$ cat src/rtl/reset_seq.sv
// ----------------------------------------
// Reset sequencer with hold counter, warm
// restart and power-off latch
// ----------------------------------------
`timescale 1ns/1ns
`default_nettype none

module reset_seq #(
	parameter int RST_HOLD_CYCLES = 8
) (
	input logic clk48mhz_i,
	input logic rst_p,
	input logic warm_req_i,
	input logic off_req_i,
	output logic sys_rst_o,
	output logic halted_o
);

	localparam int CNT_BITS = $clog2(RST_HOLD_CYCLES + 1);

	logic [CNT_BITS-1:0] hold_cnt;
	logic off_q;
	logic sys_rst_q;

	// Output is registered so it lags the counter by one edge
	always_ff @(posedge clk48mhz_i) begin
		if (rst_p) begin
			hold_cnt <= CNT_BITS'(RST_HOLD_CYCLES);
			off_q <= 1'b0;
			sys_rst_q <= 1'b1;
		end else begin
			sys_rst_q <= (hold_cnt != '0) || off_q;
			if (warm_req_i)
				hold_cnt <= CNT_BITS'(RST_HOLD_CYCLES);
			else if (hold_cnt != '0)
				hold_cnt <= hold_cnt - 1'b1;
			// Stays set until the next rst_p
			if (off_req_i)
				off_q <= 1'b1;
		end
	end

	assign sys_rst_o = sys_rst_q;
	// Halted shows only once the bus is held in reset
	assign halted_o = off_q && sys_rst_q;

endmodule

`default_nettype wire

$ cat config.mk
export PLATFORM = sky130hd
export DESIGN_NAME = reset_seq
export DESIGN_NICKNAME = d
export VERILOG_FILES = /design/src/rtl/reset_seq.sv
export SDC_FILE = /design/constraint.sdc
export NUM_CORES = 1
export LEC_CHECK = 0
export BUFFER_PORTS_ARGS = -buffer_cell sky130_fd_sc_hd__buf_2
export CAP_MARGIN = 10
export CORE_AREA = 10 10 47 49
export CTS_CLUSTER_DIAMETER = 200
export DETAILED_ROUTE_END_ITERATION = 16
export DIE_AREA = 0 0 57 59
export PLACE_DENSITY_LB_ADDON = 0.25
export SYNTH_ARGS = -nofsm -noshare
export SYNTH_HDL_FRONTEND = slang
export SYNTH_SLANG_ARGS = --single-unit
$ cat constraint.sdc
create_clock -name clk48mhz_i -period 1.3 [get_ports clk48mhz_i]
set_input_delay 0.065 -clock clk48mhz_i [delete_from_list [all_inputs] [get_ports clk48mhz_i]]
set_output_delay 0.065 -clock clk48mhz_i [all_outputs]
set_load 0.01 [all_outputs]
# Word level (Yosys, flattened, before mapping)
# Index checks and enable logic that the tools add are counted.
# classes
n_reduce_logical,4
addsub,1
# op_table
cell,n
4-bit nonzero test,1
4-bit by 1-bit subtractor with 4-bit output (second input constant),1
2-bit OR reduction,1
1-bit logical AND,1
1-bit logical OR,1
# word_totals
out_inout_bits,2
elab_cells,8
register_bits,6

# Depth between registers and ports, before layout
# depth
ltp_word,2
mapped_depth,5
depth_no_buf,5

# Least setup slack after synthesis
# OpenSTA, ideal clock, no wires.
# synth_timing
path_type,register to register
startpoint,register hold_cnt[0]
endpoint,register hold_cnt[1]
stages_incl_launch_ff,5
required_time_ns,1.197
path_buffers,0
slack_ns,-0.066
period_less_slack_ns,1.366
setup_time_ns,0.103
arrival_time_ns,1.263
path_cell_list,dfxtp_1 -> inv_1 -> ha_1 -> or3b_4 -> a2111oi_2
# synth_via
elab_chain_len,1
elab_cells_between_ends,2
classes_between,add/sub (1); reduce/logical (1)
# synth_rtl
element,line,text
"start, declared",21,logic [CNT_BITS-1:0] hold_cnt;
"start signal, assigned",28,hold_cnt <= CNT_BITS'(RST_HOLD_CYCLES);
"start signal, assigned",34,hold_cnt <= CNT_BITS'(RST_HOLD_CYCLES);
"start signal, assigned",36,hold_cnt <= hold_cnt - 1'b1;
4-bit by 1-bit subtractor with 4-bit output or 4-bit nonzero test (tied branches),"36, 35",
# Several ways; a longest one is shown, not always the timed one.
# A chain may end at the register's enable or synchronous reset.

# Final worst setup path
# layout_timing
startpoint,register hold_cnt[0]
endpoint,"register sys_rst_q, in the netlist sys_rst_o"
# layout_via
elab_chain_len,2
# layout_rtl
element,line,text
4-bit nonzero test,32,sys_rst_q <= (hold_cnt != '0) || off_q;
1-bit logical OR,32,
"end signal, assigned",32,
"end, declared",23,logic sys_rst_q;
# No other way between the ends.

==> flow_summary.json <==
{
  "ys.flop_type": "dfxtp_1",
  "clkTransAtPathRegs_ns": 0.05,
  "placed_cell_area_um2": 378,
  "synth-seq-cells": 6,
  "drcViolationCount": 0,
  "synth_edf_count": 0,
  "initial_core_util": 0.195,
  "cts_max_level": 1,
  "finalCritPeriodShare": 1.04,
  "peakVddDrop_mv": 0.383,
  "cts_buffers": 3,
  "die_area_um2": 3360,
  "yosys.area.top_type_share": 0.440,
  "die-height_um": 59,
  "p_leak_uw": 0.000177,
  "synth.net_count": 34,
  "ys_types": 16,
  "grt_overflow_total": 0,
  "first_iter_violations": 2,
  "critPathLaunchType": "register",
  "setup_slack_ns": -0.0483,
  "worst_pin_slew_ns": 0.239,
  "fp.coreArea_um2": 1400,
  "max_freq_mhz": 742,
  "io_pins": 6,
  "hold_buffers": 0,
  "drt-wirelength-per-cell_um": 9.32,
  "dpl.hpwl_um": 467,
  "clockRootBuffer": "clkbuf_4",
  "place_congestion": 0.706,
  "rsz0062_at_grt": "true",
  "row_count": 14,
  "drive_gt1_frac": 0.535,
  "crit_required_ns": 1.42,
  "finalHoldViolCount": 0,
  "worstSetupPathType": "reg2reg",
  "synth_warnings": 0,
  "maxCapViolations": 0,
  "grt_max_degree": 6,
  "antenna_found_initial": 0,
  "via_count": 243,
  "path_max_fanout": 4,
  "die_w_um": 57,
  "outcome": "finished, violations left",
  "synth_area_leaders": "dfxtp_1 44%, ha_1 9.2%, nor2_1 6.9%",
  "violations": "setup timing",
  "finalMaxSlewViolations": 0,
  "drtPass1Iterations": 2,
  "clk_latency_ns": 0.25,
  "hp-class": "in2reg",
  "area_delta_synth_final_pct": 49.5,
  "grt_use_total": 0.0397,
  "grt_pass1_vias": 259,
  "cts.sinks": 6,
  "syn-instance-count": 28,
  "synth-async-reset-ratio": 0,
  "wirelength_um": 550,
  "num-nets-final": 51,
  "diodes": 0,
  "relSlewSlack": 0.839,
  "ant_nets": 0,
  "fin_area_um2": 408,
  "vias_per_cell": 4.12,
  "setup_viol": 2,
  "fillers": 154,
  "p_total_uw": 489,
  "grt_pass1_wl_um": 945,
  "cts_tree": "yes",
  "end_kind": "register",
  "timing.final.crit_period_ns": 1.35,
  "port-buffer-count": 5,
  "avgSynthCellArea_um2": 9.74,
  "clock_path_buffers": 2,
  "yosysMostFrequentCell": "dfxtp_1",
  "worstPathArrival_ns": 1.47,
  "utilization": 0.291,
  "synth_area_leader_cell": "dfxtp_1",
  "netlist_area_um2": 273,
  "seq_area_frac_synth": 0.440,
  "ys_top_cells_by_count": "6 x dfxtp_1, 5 x nor2_1, 2 x ha_1, 2 x inv_1, 2 x nor3_1",
  "power_density_nw_per_um2": 1200,
  "skew_ns": 0.00487
}
[cell type report]
type / count / area [um^2] / share of cell area
clock buffers: 3 / 22.5 / 0.0552
multi-input cells: 20 / 158 / 0.387
well taps: 16 / 20.0 / 0.0491
inverters: 2 / 7.51 / 0.0184
repair buffers: 12 / 77.6 / 0.190
flip-flops and latches: 6 / 123 / 0.301
[routing by layer]
metal / part of all wire / GRT usage
met2: 0.52 / 0.0636
met3: 0.080 / 0.0193
met4: 0.051 / 0.0705
met1: 0.34 / 0.0249
met5: 0 / 0
[worst paths after layout]
check        cells after the start                        to  slack, ns                      from
max reg2reg                      4      sys_rst_o$_SDFF_PP1_      -0.05  hold_cnt[0]$_SDFFE_PP0P_
min reg2reg                      1      sys_rst_o$_SDFF_PP1_       0.46        off_q$_SDFFE_PP0P_
max                              4      sys_rst_o$_SDFF_PP1_      -0.05  hold_cnt[0]$_SDFFE_PP0P_
min                              2  hold_cnt[1]$_SDFFE_PP0P_       0.02                warm_req_i
[report_power, final]
part | switching [uW] | internal, uW | total, uW
combinational | 43.3 | 67.1 | 110
clock | 66.4 | 104 | 171
sequential | 8.29 | 199 | 208
[placed cells by master (no fill, tap or decap), drive strengths merged]
cell type,synthesis,layout
buf,0,12
dfxtp,6,6
nor2,5,5
clkbuf,0,3
inv,2,2
nor3,2,2
ha,2,2
and2,1,1
or3b,1,1
xnor2,1,1
or2b,1,1
nand3b,1,1
nand2b,1,1
a21boi,1,1
mux2i,1,1
nand2,1,1
or3,1,1
a2111oi,1,1
[state kept, by name (all words and copies together) (netlist names)]
signal	count
sys_rst_o	1
hold_cnt	4
off_q	1
[per-stage QoR]
step / setup WS [ns] / std cells / hold slack [ns] / setup TNS (ns)
floorplan: -0.0526 / 28 / 0.126 / -0.0526
global placement: -0.0627 / 55 / 0.271 / -0.0627
detailed placement: -0.0806 / 55 / 0.274 / -0.0916
CTS: -0.0606 / 59 / 0.00258 / -0.0804
global route: -0.0931 / 59 / 0.0128 / -0.198
finish: -0.0483 / 59 / 0.0159 / -0.0542
[kinds of logic (layout without fill, tap and decap cells)]
family,Yosys count,count (layout),share of synthesized area
compound gates,2,2,0.0826
flops,6,6,0.440
xor+xnor,1,1,0.0321
simple gates,14,14,0.289
mux,1,1,0.0367
buf+inv,2,17,0.0275
fa+ha+maj,2,2,0.0917
[repair_timing]
action / 4_1_cts / 5_1_grt
endpoints found under the setup margin: 2 / 4
gates resized for setup: 0 / 1
buffers inserted: 1 / 0
pin swaps: 2 / 0
hold endpoints to repair: 0 / 0
[critical path, cell delays in order, from the launching register on]
cell     delay (ns)
dfxtp_2        0.31
inv_2          0.07
ha_4           0.13
or3b_4         0.40
or3_1          0.31
(Power assumes the default switching activity.)
