[src/rtl/soc_pkg.sv]
// ----------------------------------------
// SoC package: bus widths, PI1 operations,
// slave map, device ids and register offsets
// ----------------------------------------
`default_nettype none

package soc_pkg;

	localparam int ARCH_BITS = 32;
	localparam int ADDR_BITS = ARCH_BITS - 2;
	localparam int SEL_BITS = ARCH_BITS / 8;

	// PI1 operation codes
	typedef enum logic [1:0] {
		OP_NONE  = 2'b00,
		OP_WRITE = 2'b01,
		OP_READ  = 2'b10,
		OP_SWAP  = 2'b11
	} pi1_op_t;

	// Regions in map order, invalid region last
	typedef enum logic [1:0] {
		S_RAM,
		S_DEVTBL,
		S_INTCTRL,
		S_INVALID
	} slave_idx_t;

	localparam int SLAVE_COUNT = 3;

	// Region sizes in words
	localparam int MAPSZ_RAM = 256;
	localparam int MAPSZ_DEVTBL = 64;
	localparam int MAPSZ_INTCTRL = 16;

	localparam int DEV_ID_RAM = 1;
	localparam int DEV_ID_DEVTBL = 7;
	localparam int DEV_ID_INTCTRL = 3;

	localparam bit USEINTR_RAM = 1'b0;
	localparam bit USEINTR_DEVTBL = 1'b0;
	localparam bit USEINTR_INTCTRL = 1'b0;

	localparam int SOC_ID = 6;

	localparam int INT_SRC_COUNT = 2;
	localparam int INT_SRC_SDCARD = 0;
	localparam int INT_SRC_SERIAL = 1;

	// Device table word offsets
	localparam int DT_SOCID = 0;
	localparam int DT_COUNT = 1;
	localparam int DT_RSTCTRL = 2;
	localparam int DT_ENTRY = 4;

	// Interrupt controller word offsets
	localparam int IC_PENDING = 0;
	localparam int IC_ENABLE = 1;

endpackage

`default_nettype wire
[src/rtl/pi1_if.sv]
// ----------------------------------------
// PI1 bus between router and slaves
// ----------------------------------------
`timescale 1ns/1ns
`default_nettype none

interface pi1_if;

	soc_pkg::pi1_op_t op;
	// Word offset within the selected region
	logic [soc_pkg::ADDR_BITS-1:0] addr;
	logic [soc_pkg::ARCH_BITS-1:0] wdata;
	logic [soc_pkg::SEL_BITS-1:0] sel;
	logic [soc_pkg::ARCH_BITS-1:0] rdata;
	logic rdy;

	modport master (
		output op,
		output addr,
		output wdata,
		output sel,
		input rdata,
		input rdy
	);

	modport slave (
		input op,
		input addr,
		input wdata,
		input sel,
		output rdata,
		output rdy
	);

endinterface

`default_nettype wire

[src/rtl/int_ctrl.sv]
// ----------------------------------------
// Interrupt controller: pending and enable
// registers with a registered request
// ----------------------------------------
`timescale 1ns/1ns
`default_nettype none

module int_ctrl (
	input logic clk48mhz_i,
	input logic sys_rst_i,
	pi1_if.slave bus,
	input logic [soc_pkg::INT_SRC_COUNT-1:0] irq_src_i,
	output logic irq_o
);

	localparam int IDX_BITS = $clog2(soc_pkg::MAPSZ_INTCTRL);
	localparam int N = soc_pkg::INT_SRC_COUNT;

	logic [IDX_BITS-1:0] word_idx;
	logic [N-1:0] pending;
	logic [N-1:0] enable;
	logic [N-1:0] clr_mask;
	logic [soc_pkg::ARCH_BITS-1:0] rd_word;
	logic [soc_pkg::ARCH_BITS-1:0] rdata_q;
	logic accept;
	logic do_wr;
	logic irq_q;

	assign word_idx = bus.addr[IDX_BITS-1:0];
	assign accept = bus.op != soc_pkg::OP_NONE && bus.rdy;
	assign do_wr = accept && (bus.op == soc_pkg::OP_WRITE || bus.op == soc_pkg::OP_SWAP)
		&& bus.sel[0];

	// Ones written to the pending word clear those bits
	assign clr_mask = (do_wr && word_idx == IDX_BITS'(soc_pkg::IC_PENDING)) ?
		bus.wdata[N-1:0] : '0;

	always_ff @(posedge clk48mhz_i) begin
		if (sys_rst_i) begin
			pending <= '0;
			enable <= '0;
			irq_q <= 1'b0;
		end else begin
			// A live source wins over a clear
			pending <= (pending & ~clr_mask) | irq_src_i;
			if (do_wr && word_idx == IDX_BITS'(soc_pkg::IC_ENABLE))
				enable <= bus.wdata[N-1:0];
			irq_q <= |(pending & enable);
		end
	end

	always_comb begin
		rd_word = '0;
		if (word_idx == IDX_BITS'(soc_pkg::IC_PENDING))
			rd_word[N-1:0] = pending;
		else if (word_idx == IDX_BITS'(soc_pkg::IC_ENABLE))
			rd_word[N-1:0] = enable;
	end

	always_ff @(posedge clk48mhz_i) begin
		if (accept && (bus.op == soc_pkg::OP_READ || bus.op == soc_pkg::OP_SWAP))
			rdata_q <= rd_word;
	end

	assign bus.rdata = rdata_q;
	assign bus.rdy = !sys_rst_i;
	assign irq_o = irq_q;

endmodule

`default_nettype wire

[src/flat_wrapper.sv]
// flat-port wrapper written by rule: the top's interface ports become plain ports
module int_ctrl_flat 
  (clk48mhz_i, sys_rst_i, irq_src_i, irq_o, bus_op, bus_addr, bus_wdata, bus_sel, bus_rdata, bus_rdy);
  pi1_if bus_i ();
  input logic clk48mhz_i;
  input logic sys_rst_i;
  input logic [soc_pkg::INT_SRC_COUNT-1:0] irq_src_i;
  output logic irq_o;
  input wire logic [$bits(bus_i.op)-1:0] bus_op;
  input wire logic [$bits(bus_i.addr)-1:0] bus_addr;
  input wire logic [$bits(bus_i.wdata)-1:0] bus_wdata;
  input wire logic [$bits(bus_i.sel)-1:0] bus_sel;
  output wire logic [$bits(bus_i.rdata)-1:0] bus_rdata;
  output wire logic [$bits(bus_i.rdy)-1:0] bus_rdy;
  assign bus_i.op = bus_op;
  assign bus_i.addr = bus_addr;
  assign bus_i.wdata = bus_wdata;
  assign bus_i.sel = bus_sel;
  assign bus_rdata = bus_i.rdata;
  assign bus_rdy = bus_i.rdy;
  int_ctrl u_core (.clk48mhz_i(clk48mhz_i), .sys_rst_i(sys_rst_i), .bus(bus_i), .irq_src_i(irq_src_i), .irq_o(irq_o));
endmodule
[config.mk]
export PLATFORM = sky130hd
export DESIGN_NAME = int_ctrl_flat
export DESIGN_NICKNAME = d
export VERILOG_FILES = /design/src/rtl/soc_pkg.sv /design/src/rtl/pi1_if.sv /design/src/rtl/int_ctrl.sv /design/src/flat_wrapper.sv
export SDC_FILE = /design/constraint.sdc
export NUM_CORES = 1
export LEC_CHECK = 0
export BUFFER_PORTS_ARGS = -buffer_cell sky130_fd_sc_hd__buf_2
export CORE_MARGIN = 2
export CORE_UTILIZATION = 25
export CTS_CLUSTER_SIZE = 40
export DETAILED_ROUTE_END_ITERATION = 12
export HOLD_SLACK_MARGIN = 0.03
export PLACE_DENSITY = 0.79
export SETUP_SLACK_MARGIN = 0.05
export SLEW_MARGIN = 10
export SYNTH_ARGS = -nofsm -noshare
export SYNTH_HDL_FRONTEND = slang
export SYNTH_SLANG_ARGS = --single-unit
[constraint.sdc]
create_clock -name clk48mhz_i -period 1.2 [get_ports clk48mhz_i]
set_clock_uncertainty 0.2 [all_clocks]
set_input_delay 0.06 -clock clk48mhz_i [delete_from_list [all_inputs] [get_ports clk48mhz_i]]
set_output_delay 0.06 -clock clk48mhz_i [all_outputs]
set_load 0.01 [all_outputs]
Yosys cells after proc, flatten, opt, wreduce, memory -nomap -nowiden

Cells that the tools add are included.

Memories: 0
ROM bits: 0
Bits in writable memories: 0
Bits in latches: 0
Output and inout port bits: 34
Register bits after elaboration: 7

Muxes and demuxes: 3
$add $sub $neg: 0
$lt $le $gt $ge: 0
Reduce and logical (&&, ||, !) cells: 12
$mul: 0
Shift-type cells: 0
Equality and inequality tests: 4
Divide/modulo/power cells: 0
Bitwise operators: 4

Operators with widths:

| cell                                          | count |
|---|---|
| logical AND 1 bit                             | 6 |
| 2-to-1 mux 2 bit                              | 3 |
| AND 2 bit                                     | 2 |
| == test 2 bit, second input constant          | 2 |
| == test 4 x 1 -> 1 bit, second input constant | 1 |
| logical NOT 4 bit                             | 1 |
| == test 2 x 1 -> 1 bit, second input constant | 1 |
| logical OR 1 bit                              | 2 |
| NOT 2 bit                                     | 1 |
| OR 2 bit                                      | 1 |
| nonzero test 2 bit                            | 1 |
| OR reduction 2 bit                            | 1 |
| logical NOT 1 bit                             | 1 |

Longest topological paths before layout

Depth in word-level cells: 9
Depth in mapped cells: 3

Least setup slack after synthesis

Ideal clock, no wire load.

Kind: input-to-reg
Start point: in bus_addr[1]
End point: reg u_core.enable[0]
Stages: 3
Setup time: 0.115 ns
Slack: 0.208 ns
Buffers on the path: 0
Arrival: 0.676 ns
Cells stage by stage: nor4b_4 > nand2_2 > a31o_1

Cells in the longest elaborated chain, start to end: 2

RTL lines:

| what                   | line               | source |
|---|---|---|
| start: declaration     | flat_wrapper.sv:10 | `input wire logic [$bits(bus_i.addr)-1:0] bus_addr;` |
| == test 4 x 1 -> 1 bit | int_ctrl.sv:46     | `if (do_wr && word_idx == IDX_BITS'(soc_pkg::IC_ENABLE))` |
| logical AND 1 bit      | int_ctrl.sv:46     |  |
| end signal: assignment | int_ctrl.sv:47     | `enable <= bus.wdata[N-1:0];` |
| end: declaration       | int_ctrl.sv:21     | `logic [N-1:0] enable;` |

No other way between the ends.
A chain may end at the register's enable or synchronous reset.

==> metrics.cfg <==
[routing]
wl_met2_microns = 475
drc = 0
first_iter_violations = 10
final_antenna_net_count = 0
wl_met3_microns = 133
routed_via_density = 3.51
drt-met1-wl_microns = 304
drtPass1Iterations = 4
wl_per_cell_microns = 8.15
dr_total_vias = 393
routed_wl_microns = 913
top_layer = met3

[logic_synthesis]
synthCells = 58
synth-seq-cells = 7
synth_top_area_share_pct = 40.5
ys_seq_area_share_pct = 28.8
avgSynthCellArea_sq_um = 9.58
yosys_warnings = 0
synthTopCellsByArea = buf_4 41%, dfxtp_1 18%, edfxtp_1 11%
synth_top_cell_by_area = buf_4
synth_cell_types = 17
syn_area_sq_um = 556

[sta]
setup_viol = 0
max_freq_mhz = 904
rsz0062_at_grt = no
min_period_over_period_pct = 92.2
timing.final.ws_setup_ns = 0.0937
maxSlewViolCount = 0
fin_crit_ns = 1.11
hold_ws_ns = -0.182
hold_violations = 3
fin_tns_setup_ns = 0

[critical_path]
crit_path_end_kind = register
cp.arrival_ns = 1.04
crit_path_start_kind = primary input
worstSetupPathType = in2reg
worstPathRequired_ns = 1.14
crit_fanout = 2

[grt]
grt_antenna_before_repair = 0
grt_usage_pct = 6.75
grt_pass1_vias = 310
grt_max_degree = 6
grt_overflow = 0
grt_pass1_wl_microns = 1250

[clocking]
htreeDepth = 1
clkSinkCount = 7
clock_latency_ns = 0.24
postCtsSetupBuffers = 0
clockBufferDepth = 2
cts_tree = done
cts_buffers = 3
cts_resized = 0
hold_buffers = 7
cts_root_buf = clkbuf_4
clkTransAtPathRegs_ns = 0.05

[final_layout]
antenna_cells = 0
post-route-util_pct = 30.3
stdcell_area_sq_um = 651
layout-drive-gt1-share_pct = 28.6
area.growth.synth_to_final_pct = 17.1
multiInputGateArea_sq_um = 268
area.sequential_sq_um = 160
layout_common_cells = 30 x conb_1, 16 x buf_2, 7 x dlygate4sd3_1, 5 x dfxtp_1
final_common_cell = conb_1
nFillCells = 231
nets = 157

[run_status]
status = finished, violations left
violations = negative hold slack

[place]
portBuffers = 16
place_ws_ns = -0.00912
place_congestion = 0.682
dpl_cell_area_sq_um = 554
dp_hpwl_microns = 720

[pwr]
power_density_mw_per_mm2 = 896
vdd_drop_max_v = 0.000392
p_leak_uw = 0.000334

[floorplanning]
chipWidth_microns = 51.1
rows = 17
io_pins = 106
fp.dieH_microns = 51.1
initial_core_util_pct = 25.9
die_area_sq_mm = 0.00262
core_area_sq_mm = 0.00215

[flow_run]
drv_cap = 0

[worst_hold_path]
hold_path.class = in2reg

## cell usage after synthesis
| cell | n |
|---|---|
| a31o_1 | 2 |
| conb_1 | 1 |
| buf_4 | 30 |
| and3_1 | 2 |
| nor4b_4 | 1 |
| nor2_1 | 1 |
| nor4_4 | 1 |
| nand2_2 | 1 |
| and3b_1 | 1 |
| inv_1 | 3 |
| nor2b_1 | 1 |
| edfxtp_1 | 2 |
| a22oi_1 | 1 |
| dfxtp_1 | 5 |
| a22o_2 | 2 |
| a31oi_1 | 2 |
| o21a_1 | 2 |
## stage by stage
stage | power (uW) | std cells
2_1_floorplan | 397 | 87
6_report | 583 | 112
3_3_place_gp | 360 | 101
4_1_cts | 593 | 112
5_1_grt | 622 | 112
3_5_place_dp | 361 | 101
## kinds of logic (layout without fill, tap and decap cells)
kind of cell / count (synthesis) / in the layout / synth area share (%)
AO/OA/AOI/OAI: 9 / 9 / 13.1
buffers and inverters: 33 / 30 / 42.6
flip-flops: 7 / 7 / 28.8
other: 1 / 30 / 0.675
AND/OR/NAND/NOR: 8 / 8 / 14.9
## power by group
part	leakage [uW]	switching, uW	internal, uW
Combinational	0.000260	76.2	44.6
Clock	0.0000150	79.5	126
Sequential	0.0000596	4.91	252
## cell type report
| cell class | instances | area share [%] |
|---|---|---|
| repair buffers | 23 | 23.1 |
| well taps | 28 | 5.38 |
| inverters | 3 | 1.73 |
| clock buffers | 4 | 4.04 |
| flip-flops and latches | 7 | 24.6 |
| multi-input cells | 47 | 41.2 |
## flip-flops by register name, indices dropped and copies added (netlist names)
| name | flops |
|---|---|
| u_core.enable | 2 |
| u_core.pending | 2 |
| u_core.bus.rdata | 2 |
| u_core.irq_o | 1 |
## worst max-delay path, stage by stage
cell and delay (ns):
dlygate4sd3_1 0.54, buf_2 0.13, and3_1 0.13, a31o_1 0.18
## layer usage
layer / vias up / GRT usage [%]
met1: 174 / 5.69
met5: - / 0
met3: 0 / 2.34
met4: 0 / 5.41
li1: 189 / -
met2: 30 / 12.6
## final timing paths
path	startpoint	end	slack (ns)	cells after the start
setup / recovery	bus_wdata[0]	u_core.enable[0]	0.09	4
hold / removal	sys_rst_i	u_core.irq_o	-0.18	2
setup reg to reg	u_core.enable[1]	u_core.bus.rdata[1]	0.19	1
hold reg to reg	u_core.enable[1]	u_core.enable[1]	0.32	1
Power figures use the tool's default switching activity.
