**src/rtl/soc_pkg.sv**
```systemverilog
// ----------------------------------------
// SoC package: bus widths, PI1 operations,
// slave map, device ids and register offsets
// ----------------------------------------
`default_nettype none

package soc_pkg;

	localparam int ARCH_BITS = 32;
	localparam int ADDR_BITS = ARCH_BITS - 2;
	localparam int SEL_BITS = ARCH_BITS / 8;

	// PI1 operation codes
	typedef enum logic [1:0] {
		OP_NONE  = 2'b00,
		OP_WRITE = 2'b01,
		OP_READ  = 2'b10,
		OP_SWAP  = 2'b11
	} pi1_op_t;

	// Regions in map order, invalid region last
	typedef enum logic [1:0] {
		S_RAM,
		S_DEVTBL,
		S_INTCTRL,
		S_INVALID
	} slave_idx_t;

	localparam int SLAVE_COUNT = 3;

	// Region sizes in words
	localparam int MAPSZ_RAM = 256;
	localparam int MAPSZ_DEVTBL = 64;
	localparam int MAPSZ_INTCTRL = 16;

	localparam int DEV_ID_RAM = 1;
	localparam int DEV_ID_DEVTBL = 7;
	localparam int DEV_ID_INTCTRL = 3;

	localparam bit USEINTR_RAM = 1'b0;
	localparam bit USEINTR_DEVTBL = 1'b0;
	localparam bit USEINTR_INTCTRL = 1'b0;

	localparam int SOC_ID = 6;

	localparam int INT_SRC_COUNT = 2;
	localparam int INT_SRC_SDCARD = 0;
	localparam int INT_SRC_SERIAL = 1;

	// Device table word offsets
	localparam int DT_SOCID = 0;
	localparam int DT_COUNT = 1;
	localparam int DT_RSTCTRL = 2;
	localparam int DT_ENTRY = 4;

	// Interrupt controller word offsets
	localparam int IC_PENDING = 0;
	localparam int IC_ENABLE = 1;

endpackage

`default_nettype wire
```
**src/rtl/pi1_if.sv**
```systemverilog
// ----------------------------------------
// PI1 bus between router and slaves
// ----------------------------------------
`timescale 1ns/1ns
`default_nettype none

interface pi1_if;

	soc_pkg::pi1_op_t op;
	// Word offset within the selected region
	logic [soc_pkg::ADDR_BITS-1:0] addr;
	logic [soc_pkg::ARCH_BITS-1:0] wdata;
	logic [soc_pkg::SEL_BITS-1:0] sel;
	logic [soc_pkg::ARCH_BITS-1:0] rdata;
	logic rdy;

	modport master (
		output op,
		output addr,
		output wdata,
		output sel,
		input rdata,
		input rdy
	);

	modport slave (
		input op,
		input addr,
		input wdata,
		input sel,
		output rdata,
		output rdy
	);

endinterface

`default_nettype wire

```
**src/rtl/dev_table.sv**
```systemverilog
// ----------------------------------------
// Device table with map description and
// the software reset control register
// ----------------------------------------
`timescale 1ns/1ns
`default_nettype none

module dev_table (
	input logic clk48mhz_i,
	input logic sys_rst_i,
	pi1_if.slave bus,
	output logic warm_req_o,
	output logic off_req_o
);

	localparam int IDX_BITS = $clog2(soc_pkg::MAPSZ_DEVTBL);
	localparam int DW = soc_pkg::ARCH_BITS;

	logic [IDX_BITS-1:0] word_idx;
	logic [DW-1:0] rd_word;
	logic [DW-1:0] rdata_q;
	logic accept;
	logic rst_wr;
	logic warm_q;
	logic off_q;

	assign word_idx = bus.addr[IDX_BITS-1:0];
	assign accept = bus.op != soc_pkg::OP_NONE && bus.rdy;

	// Each entry is an id word with useintr in bit 31, then a map size word
	always_comb begin
		rd_word = '0;
		case (word_idx)
			soc_pkg::DT_SOCID: rd_word = DW'(soc_pkg::SOC_ID);
			soc_pkg::DT_COUNT: rd_word = DW'(soc_pkg::SLAVE_COUNT);
			soc_pkg::DT_ENTRY + 0:
				rd_word = {soc_pkg::USEINTR_RAM, 31'(soc_pkg::DEV_ID_RAM)};
			soc_pkg::DT_ENTRY + 1: rd_word = DW'(soc_pkg::MAPSZ_RAM);
			soc_pkg::DT_ENTRY + 2:
				rd_word = {soc_pkg::USEINTR_DEVTBL, 31'(soc_pkg::DEV_ID_DEVTBL)};
			soc_pkg::DT_ENTRY + 3: rd_word = DW'(soc_pkg::MAPSZ_DEVTBL);
			soc_pkg::DT_ENTRY + 4:
				rd_word = {soc_pkg::USEINTR_INTCTRL, 31'(soc_pkg::DEV_ID_INTCTRL)};
			soc_pkg::DT_ENTRY + 5: rd_word = DW'(soc_pkg::MAPSZ_INTCTRL);
			default: rd_word = '0;
		endcase
	end

	always_ff @(posedge clk48mhz_i) begin
		if (accept && (bus.op == soc_pkg::OP_READ || bus.op == soc_pkg::OP_SWAP))
			rdata_q <= rd_word;
	end

	assign rst_wr = accept && (bus.op == soc_pkg::OP_WRITE || bus.op == soc_pkg::OP_SWAP)
		&& word_idx == IDX_BITS'(soc_pkg::DT_RSTCTRL) && bus.sel[0];

	// Bit 1 means warm reset (cold is folded in), bit 0 alone means power-off
	always_ff @(posedge clk48mhz_i) begin
		if (sys_rst_i) begin
			warm_q <= 1'b0;
			off_q <= 1'b0;
		end else begin
			warm_q <= rst_wr && bus.wdata[1];
			off_q <= rst_wr && bus.wdata[0] && !bus.wdata[1];
		end
	end

	assign warm_req_o = warm_q;
	assign off_req_o = off_q;
	assign bus.rdata = rdata_q;
	assign bus.rdy = !sys_rst_i;

endmodule

`default_nettype wire

```
**src/flat_wrapper.sv**
```systemverilog
// flat-port wrapper written by rule: the top's interface ports become plain ports
module dev_table_flat 
  (clk48mhz_i, sys_rst_i, warm_req_o, off_req_o, bus_op, bus_addr, bus_wdata, bus_sel, bus_rdata, bus_rdy);
  pi1_if bus_i ();
  input logic clk48mhz_i;
  input logic sys_rst_i;
  output logic warm_req_o;
  output logic off_req_o;
  input wire logic [$bits(bus_i.op)-1:0] bus_op;
  input wire logic [$bits(bus_i.addr)-1:0] bus_addr;
  input wire logic [$bits(bus_i.wdata)-1:0] bus_wdata;
  input wire logic [$bits(bus_i.sel)-1:0] bus_sel;
  output wire logic [$bits(bus_i.rdata)-1:0] bus_rdata;
  output wire logic [$bits(bus_i.rdy)-1:0] bus_rdy;
  assign bus_i.op = bus_op;
  assign bus_i.addr = bus_addr;
  assign bus_i.wdata = bus_wdata;
  assign bus_i.sel = bus_sel;
  assign bus_rdata = bus_i.rdata;
  assign bus_rdy = bus_i.rdy;
  dev_table u_core (.clk48mhz_i(clk48mhz_i), .sys_rst_i(sys_rst_i), .bus(bus_i), .warm_req_o(warm_req_o), .off_req_o(off_req_o));
endmodule
```
**config.mk**
```make
export PLATFORM = sky130hd
export DESIGN_NAME = dev_table_flat
export DESIGN_NICKNAME = d
export VERILOG_FILES = /design/src/rtl/soc_pkg.sv /design/src/rtl/pi1_if.sv /design/src/rtl/dev_table.sv /design/src/flat_wrapper.sv
export SDC_FILE = /design/constraint.sdc
export NUM_CORES = 1
export LEC_CHECK = 0
export BUFFER_PORTS_ARGS = -buffer_cell sky130_fd_sc_hd__buf_2
export CORE_ASPECT_RATIO = 0.6
export CORE_UTILIZATION = 27
export CTS_BUF_LIST = sky130_fd_sc_hd__clkbuf_8
export DETAILED_ROUTE_END_ITERATION = 6
export PLACE_DENSITY = 0.91
export RECOVER_POWER = 25
export SLEW_MARGIN = 20
export SYNTH_ARGS = -nofsm -noshare
export SYNTH_HDL_FRONTEND = slang
export SYNTH_SLANG_ARGS = --single-unit
```
**constraint.sdc**
```tcl
create_clock -name clk48mhz_i -period 1.65 [get_ports clk48mhz_i]
set_input_delay 0.4125 -clock clk48mhz_i [delete_from_list [all_inputs] [get_ports clk48mhz_i]]
set_output_delay 0.4125 -clock clk48mhz_i [all_outputs]
set_load 0.02 [all_outputs]
```
==> Word-level counts from Yosys, hierarchy flattened <==
Memories as Yosys holds them, arrays and structs flattened. A register that Yosys moved wholly into a read port is not among the register bits.
Index checks and enable logic that the tools add are counted.
{ "totals": {"ff_bits": 34, "romBits": 96, "input_bits": 70, "elab_cells": 23, "n_memories": 1} }
{ "memory_table": {"columns": ["memory", "depth", "word_bits", "rd", "rd_ports_with_merged_regs", "wr", "line_no", "text"], "rows": [
  ["(no name shown)", 16, 6, 1, 1, 0, "dev_table.sv:33", "case (word_idx)"]
]} }
{ "op_classes": {"eq_ne": 4, "reduce_logical": 15} }
{ "ops": {"columns": ["operator", "n"], "rows": [
  ["logical AND 1 bit", 8],
  ["equality test 6 x 2 -> 1 bit (second input constant)", 1],
  ["equality test 2 bit (second input constant)", 2],
  ["logical NOT 1 bit", 3],
  ["equality test 2 x 1 -> 1 bit (second input constant)", 1],
  ["logical NOT 2 bit", 1],
  ["logical OR 1 bit", 2],
  ["nonzero test 2 bit", 1]
]} }

==> Longest topological paths before layout <==
Gate-level depths: netlist (run 1).
{ "logic_depth": {"depth_word": 7, "mapped_depth": 3, "depth_no_buf": 2} }

==> Worst setup path before layout (run 1) <==
Ideal clock, no wire load.
{ "synth_timing": {"path_type": "input-to-reg", "startpoint": "input port bus_addr[1]", "endpoint": "register u_core.rdata_q[0] (netlist: u_core.bus.rdata[0]) (data pin)", "setup_ps": 152, "arrival_time_ps": 1178, "t_required_ps": 1498, "slack_ps": 319, "stages": 3, "path_cell_list": "clkbuf_1 -> or4_1 -> o22ai_1"} }
{ "synth_lines": {"columns": ["element", "line_no", "text"], "rows": [
  ["start, declared", "flat_wrapper.sv:10", "input wire logic [$bits(bus_i.addr)-1:0] bus_addr;"],
  ["end, declared", "dev_table.sv:21", "logic [DW-1:0] rdata_q;"]
]} }

==> Final worst setup path (run 1) <==
{ "layout_timing": {"startpoint": "input port bus_addr[0]", "endpoint": "register u_core.warm_q (netlist: u_core.warm_req_o)"} }
{ "layout_between": {"elab_chain_len": 4} }
{ "layout_lines": {"columns": ["element", "line_no", "text"], "rows": [
  ["equality test 6 x 2 -> 1 bit", "dev_table.sv:55", "&& word_idx == IDX_BITS'(soc_pkg::DT_RSTCTRL) && bus.sel[0];"],
  ["logical AND 1 bit (2 in a row)", "dev_table.sv:55", null],
  ["logical AND 1 bit", "dev_table.sv:63", "warm_q <= rst_wr && bus.wdata[1];"],
  ["end signal, assigned", "dev_table.sv:63", null],
  ["end, declared", "dev_table.sv:24", "logic warm_q;"]
]} }
Every way passes these cells.
A chain may end at the register's enable or synchronous reset.

==> impl_metrics.tcl, run 1 <==
set metrics [dict create \
    status "completed" \
    max_stage_delay_ns 0.56 \
    first_pass_iters 2 \
    clk_pin_slew_ns 0.04 \
    yosys.cell_types.count 21 \
    rows 12 \
    vias 392 \
    crit_fanout 7 \
    crit_path_start_kind "input port" \
    io_buffers 21 \
    areaGrowthSynthToFinish_pct 13.1 \
    critPathCaptureType "flop" \
    cts_made_buffers 3 \
    grt_first_pass_wirelength_mm 1.30 \
    hold_viol 0 \
    drv_cap 0 \
    yosys_warnings 0 \
    p_per_area_mw_per_mm2 861 \
    num_antenna_cells 0 \
    fin_crit_sh 0.779 \
    core_area_sq_mm 0.00195 \
    whs_endpoint "u_core.off_req_o" \
    place_hpwl_um 711 \
    cts_resized 0 \
    cts_buffer_depth 2 \
    grt_use_total 0.0817 \
    die_area_sq_mm 0.00238 \
    final_cell_area_sq_um 668 \
    avgSynthCellArea_sq_um 10.0 \
    pin_count 105 \
    drv_slew 0 \
    root_buffer "clkbuf_8" \
    min_from "bus_wdata[1]" \
    cts_tree "yes" \
    wl_um 846 \
    drt_iter0_drc 9 \
    syn_area_sq_um 591 \
    dpl_cell_area_sq_um 626 \
    wire_per_inst_um 7.69 \
    holdPathStages 3 \
    ant_nets 0 \
    synth-seq-cells 8 \
    cts_setup_buffers 0 \
    netlist_instances 59 \
    yosysSeqAreaShare 0.373 \
    peakVddDrop_uv 199 \
    fmax_mhz 778 \
    gp_congestion 0.681 \
    ctsHoldBuffers 0 \
    antenna_found_initial 0 \
    setup-tns-final_ns 0 \
    path_cells "buf_2, or4_4, nor4_2" \
    layout_min_cycle_time_ns 1.28 \
    placed_cells 106 \
    cts.sinks 8 \
    h-tree-depth 1 \
    grt_max_degree 9 \
    drc 0 \
    grt-ovfl-total 0 \
    finalNonFillerCells 110 \
    power_leakage_nw 0.301 \
    fin_total_pwr_uw 575 \
    start_util 0.303 \
    nets 153 \
    grt_pass1_vias 302 \
    setup_viol 0 \
    drive_gt1_frac 0.305 \
    critPathArrivalTime_ns 1.41 \
    detail_route.vias_per_cell 3.56 \
    hold_class "in2reg" \
    crit_type "in2reg" \
    rsz0062_at_grt "no" \
    crit_family "simple AND/OR/NAND/NOR gates" \
    die_h_um 38.2 \
    cpMaxStageDelayCell "or4_4" \
    path_buf_inv 1 \
    die_w_um 62.4 \
    worstPathRequired_ns 1.77 \
]
## power by group
| part | internal, mW | switching [mW] |
|---|---|---|
| Sequential | 0.226 | 0.00149 |
| Combinational | 0.0271 | 0.0919 |
| Clock | 0.160 | 0.0685 |
## how the worst max path moves through the flow
stage,cells after the start,slack [ns],start,end
after detailed placement,3,0.11,bus_addr[0],u_core.warm_req_o
final,3,0.37,bus_addr[0],u_core.warm_req_o
after floorplan,3,0.32,bus_addr[1],u_core.bus.rdata[0]
after global placement,3,0.19,bus_addr[0],u_core.warm_req_o
after global routing,3,0.29,bus_addr[0],u_core.warm_req_o
after CTS,3,0.34,bus_addr[0],u_core.warm_req_o
## sequential cells by signal, summed over array words and instances, names as in the netlist
signal	count
u_core.off_req_o	1
u_core.bus.rdata	6
u_core.warm_req_o	1
## per-stage QoR
stage | utilization | worst slack (ns) | hold WS, ns
after floorplan | - | 0.319 | 0.484
after CTS | 0.344 | 0.341 | 0.456
final | 0.342 | 0.365 | 0.460
after global placement | 0.321 | 0.190 | 0.681
after global routing | 0.342 | 0.294 | 0.469
after detailed placement | 0.321 | 0.110 | 0.691
## cell usage after synthesis (all sizes together)
| cell type | count | area share |
|---|---|---|
| nand3 | 1 | 0.0085 |
| nand2b | 1 | 0.011 |
| a211o | 1 | 0.017 |
| xnor2 | 1 | 0.015 |
| nor2 | 1 | 0.0063 |
| o22ai | 1 | 0.011 |
| nand4bb | 2 | 0.038 |
| buf | 26 | 0.33 |
| dfxtp | 2 | 0.068 |
| xor2 | 1 | 0.015 |
| nor3 | 4 | 0.034 |
| nor4 | 1 | 0.021 |
| a211oi | 1 | 0.013 |
| nor2b | 1 | 0.011 |
| inv | 3 | 0.019 |
| or4b | 2 | 0.034 |
| conb | 1 | 0.0063 |
| or4 | 2 | 0.032 |
| edfxtp | 6 | 0.31 |
| clkbuf | 1 | 0.0063 |
## cells by family (layout without fill, tap and decap cells)
group / Yosys count / after routing / synth area share
simple gates: 15 / 15 / 0.195
buf+inv: 30 / 28 / 0.356
flops: 8 / 8 / 0.373
xor+xnor: 2 / 2 / 0.0297
compound gates: 3 / 3 / 0.0403
other cells: 1 / 26 / 0.00635
## cells in the final DEF, fill, tap and decap left out, drive strengths merged
cell type,count
xor2,1
clkbuf,5
a211o,1
or4b,2
inv,4
nand3,1
xnor2,1
o22ai,1
nor2,1
or4,2
nor2b,1
nor4,1
nand2b,1
nor3,4
nand4bb,2
edfxtp,6
buf,19
conb,26
a211oi,1
dfxtp,2
## cell type report
class / count / area (sq um)
Fill cell: 190 / 1280
Multi-Input combinational cell: 46 / 254
Sequential cell: 8 / 220
Timing Repair Buffer: 21 / 103
Clock buffer: 3 / 41.3
Tap cell: 28 / 35.0
Inverter: 3 / 11.3
Clock inverter: 1 / 3.75
## tightest hold or removal path, delay by kind of cell
family | cells | cell delay (ns)
buffers and inverters | 1 | 0.09
AND/OR/NAND/NOR | 2 | 0.14
## per-layer routing
metal	routed length [um]	GRT usage	part of all wire	vias up
met5	0	0	0	-
met4	0	0.105	0	0
met3	81	0.0357	0.096	0
met2	488	0.143	0.58	25
met1	276	0.0683	0.33	170
li1	-	-	-	197
Note: power is estimated with default switching activity, not from simulation.
==> run 2: changes to the inputs <==
Settings changed: CORE_UTILIZATION 27 to 24, PLACE_DENSITY 0.91 to 0.87.
Clock period 1.65 ns to 1.1 ns, I/O delays scaled along.
==> run 2 against run 1 <==
Against the previous run:
- count of clock-buffer cells in the layout unchanged
- non-clock buffer count increased by 6
- global-route usage decreased by 0.10 points
- core utilization decreased by 1.6 points
- sequential power increased by 50%
- critical path type unchanged
- highest routed layer is now met4
==> impl_metrics.tcl, run 2 (synthesis gave the netlist of run 1 again) <==
set metrics [dict create \
    status "completed" \
    die_w_um 66.0 \
    wire_per_inst_um 9.58 \
    multi_input_area_sq_um 267 \
    fin_crit_sh 0.980 \
    nets 159 \
    grt_first_pass_wirelength_mm 1.50 \
    dpl_cell_area_sq_um 677 \
    drv_cap 0 \
    ant_nets 0 \
    core_area_sq_mm 0.00224 \
    crit_path_start_kind "input port" \
    layout_min_cycle_time_ns 1.08 \
    power_leakage_nw 0.334 \
    drc 0 \
    vias 447 \
    rows 13 \
    place_hpwl_um 954 \
    cts_tree "yes" \
    start_util 0.263 \
    peakVddDrop_uv 414 \
    critPathArrivalTime_ns 1.20 \
    root_buffer "clkbuf_8" \
    setup_viol 0 \
    areaGrowthSynthToFinish_pct 24.2 \
    max_stage_delay_ns 0.57 \
    grt_most_used_layer "met2" \
    pin_count 105 \
    drv_slew 0 \
    fmax_mhz 928 \
    final_cell_area_sq_um 733 \
    cpMaxStageDelayCell "or4_4" \
    final_cell_mix "26 x conb_1, 17 x buf_2, 6 x edfxtp_1" \
    n_fill_cell 231 \
    grtUsageMet1 0.0561 \
    min_from "bus_addr[5]" \
    drt_iter0_drc 24 \
    grt_use_met2 0.189 \
    wl_mm 1.13 \
    grt_max_degree 7 \
    seq_area_sq_um 220 \
    rsz0062_at_grt "no" \
    crit_type "in2reg" \
    critPathCaptureType "flop" \
    gp_congestion 0.746 \
    fin_total_pwr_uw 899 \
    cts.sinks 8 \
    holdPathStages 2 \
    num_antenna_cells 0 \
    detail_route.vias_per_cell 3.79 \
    grt-ovfl-total 0 \
    clk_pin_slew_ns 0.04 \
    worstPathRequired_ns 1.23 \
    largest_reg_flops 6 \
    whs_endpoint "u_core.bus.rdata[1]" \
    drive_gt1_frac 0.341 \
    antenna_found_initial 0 \
    h-tree-depth 1 \
    cts_setup_buffers 0 \
    path_cells "buf_6, or4_4, nor3_1" \
    hold_viol 0 \
    crit_fanout 3 \
    die_h_um 40.4 \
    cts_made_buffers 3 \
    io_buffers 21 \
    first_pass_iters 4 \
    grt_use_total 0.0807 \
    p_per_area_mw_per_mm2 1230 \
    grt_pass1_vias 351 \
    hold_class "in2reg" \
    cts_buffer_depth 2 \
    final_common_cell "conb_1" \
    die_area_sq_mm 0.00267 \
    met3_usage 0.0256 \
]
-- run 2: cell types whose count changed in the layout (fill, tap and decap cells not counted) --
cell / delta
buf_4: +4
or4b_4: +1
buf_2: -2
clkbuf_1: +2
nor4_2: -1
nor4_4: +1
or4b_1: -1
buf_6: +2
-- run 2: what timing repair did --
action,CTS,global route
hold buffers,0,0
setup endpoints to repair,0,1
gates resized for setup,0,4
-- run 2: worst max path at each step --
stage / start / to / slack [ns] / cells after the start
3_5_place_dp: bus_addr[0] / u_core.warm_req_o / -0.21 / 3
3_3_place_gp: bus_addr[0] / u_core.warm_req_o / -0.19 / 3
4_1_cts: bus_addr[0] / u_core.warm_req_o / 0.02 / 3
5_1_grt: bus_addr[0] / u_core.warm_req_o / 0.003 / 3
6_report: bus_addr[0] / u_core.off_req_o / 0.02 / 3
2_1_floorplan: bus_addr[0] / u_core.warm_req_o / -0.02 / 2
-- run 2: worst max-delay path: cells and delay by family --
family	cells	cell delay, ns
buffers and inverters	1	0.10
and+or+nand+nor	2	0.84
-- run 2: routing by layer --
metal / up-vias / wire (um) / share of wire
met1: 205 / 339 / 0.30
met2: 30 / 663 / 0.59
met5: - / 0 / 0
met3: 4 / 94 / 0.083
met4: 0 / 33 / 0.029
li1: 208 / - / -
-- run 2: final cells by class --
| class | instances | share of cell area |
|---|---|---|
| multi-input cells | 46 | 0.363 |
| flip-flops and latches | 8 | 0.300 |
| repair buffers | 27 | 0.208 |
| clock buffers | 3 | 0.0563 |
| well taps | 30 | 0.0512 |
| inverters | 3 | 0.0154 |
| clock inverters | 1 | 0.00512 |
-- run 2: per-stage QoR --
step	util	std cells	hold slack, ns	TNS (ns)	setup WS (ns)
2_1_floorplan	-	84	0.346	-0.0181	-0.0181
3_3_place_gp	0.302	114	0.544	-1.01	-0.189
3_5_place_dp	0.302	114	0.570	-1.18	-0.215
4_1_cts	0.322	118	0.336	0	0.0163
5_1_grt	0.327	118	0.356	0	0.00307
6_report	0.327	118	0.359	0	0.0225
-- run 2: report_power, final --
group          internal (mW)  leakage (nW)  switching [mW]  total, mW
Sequential             0.339        0.0655         0.00231      0.341
Clock                  0.241        0.0269           0.112      0.353
Combinational         0.0570         0.242           0.148      0.205
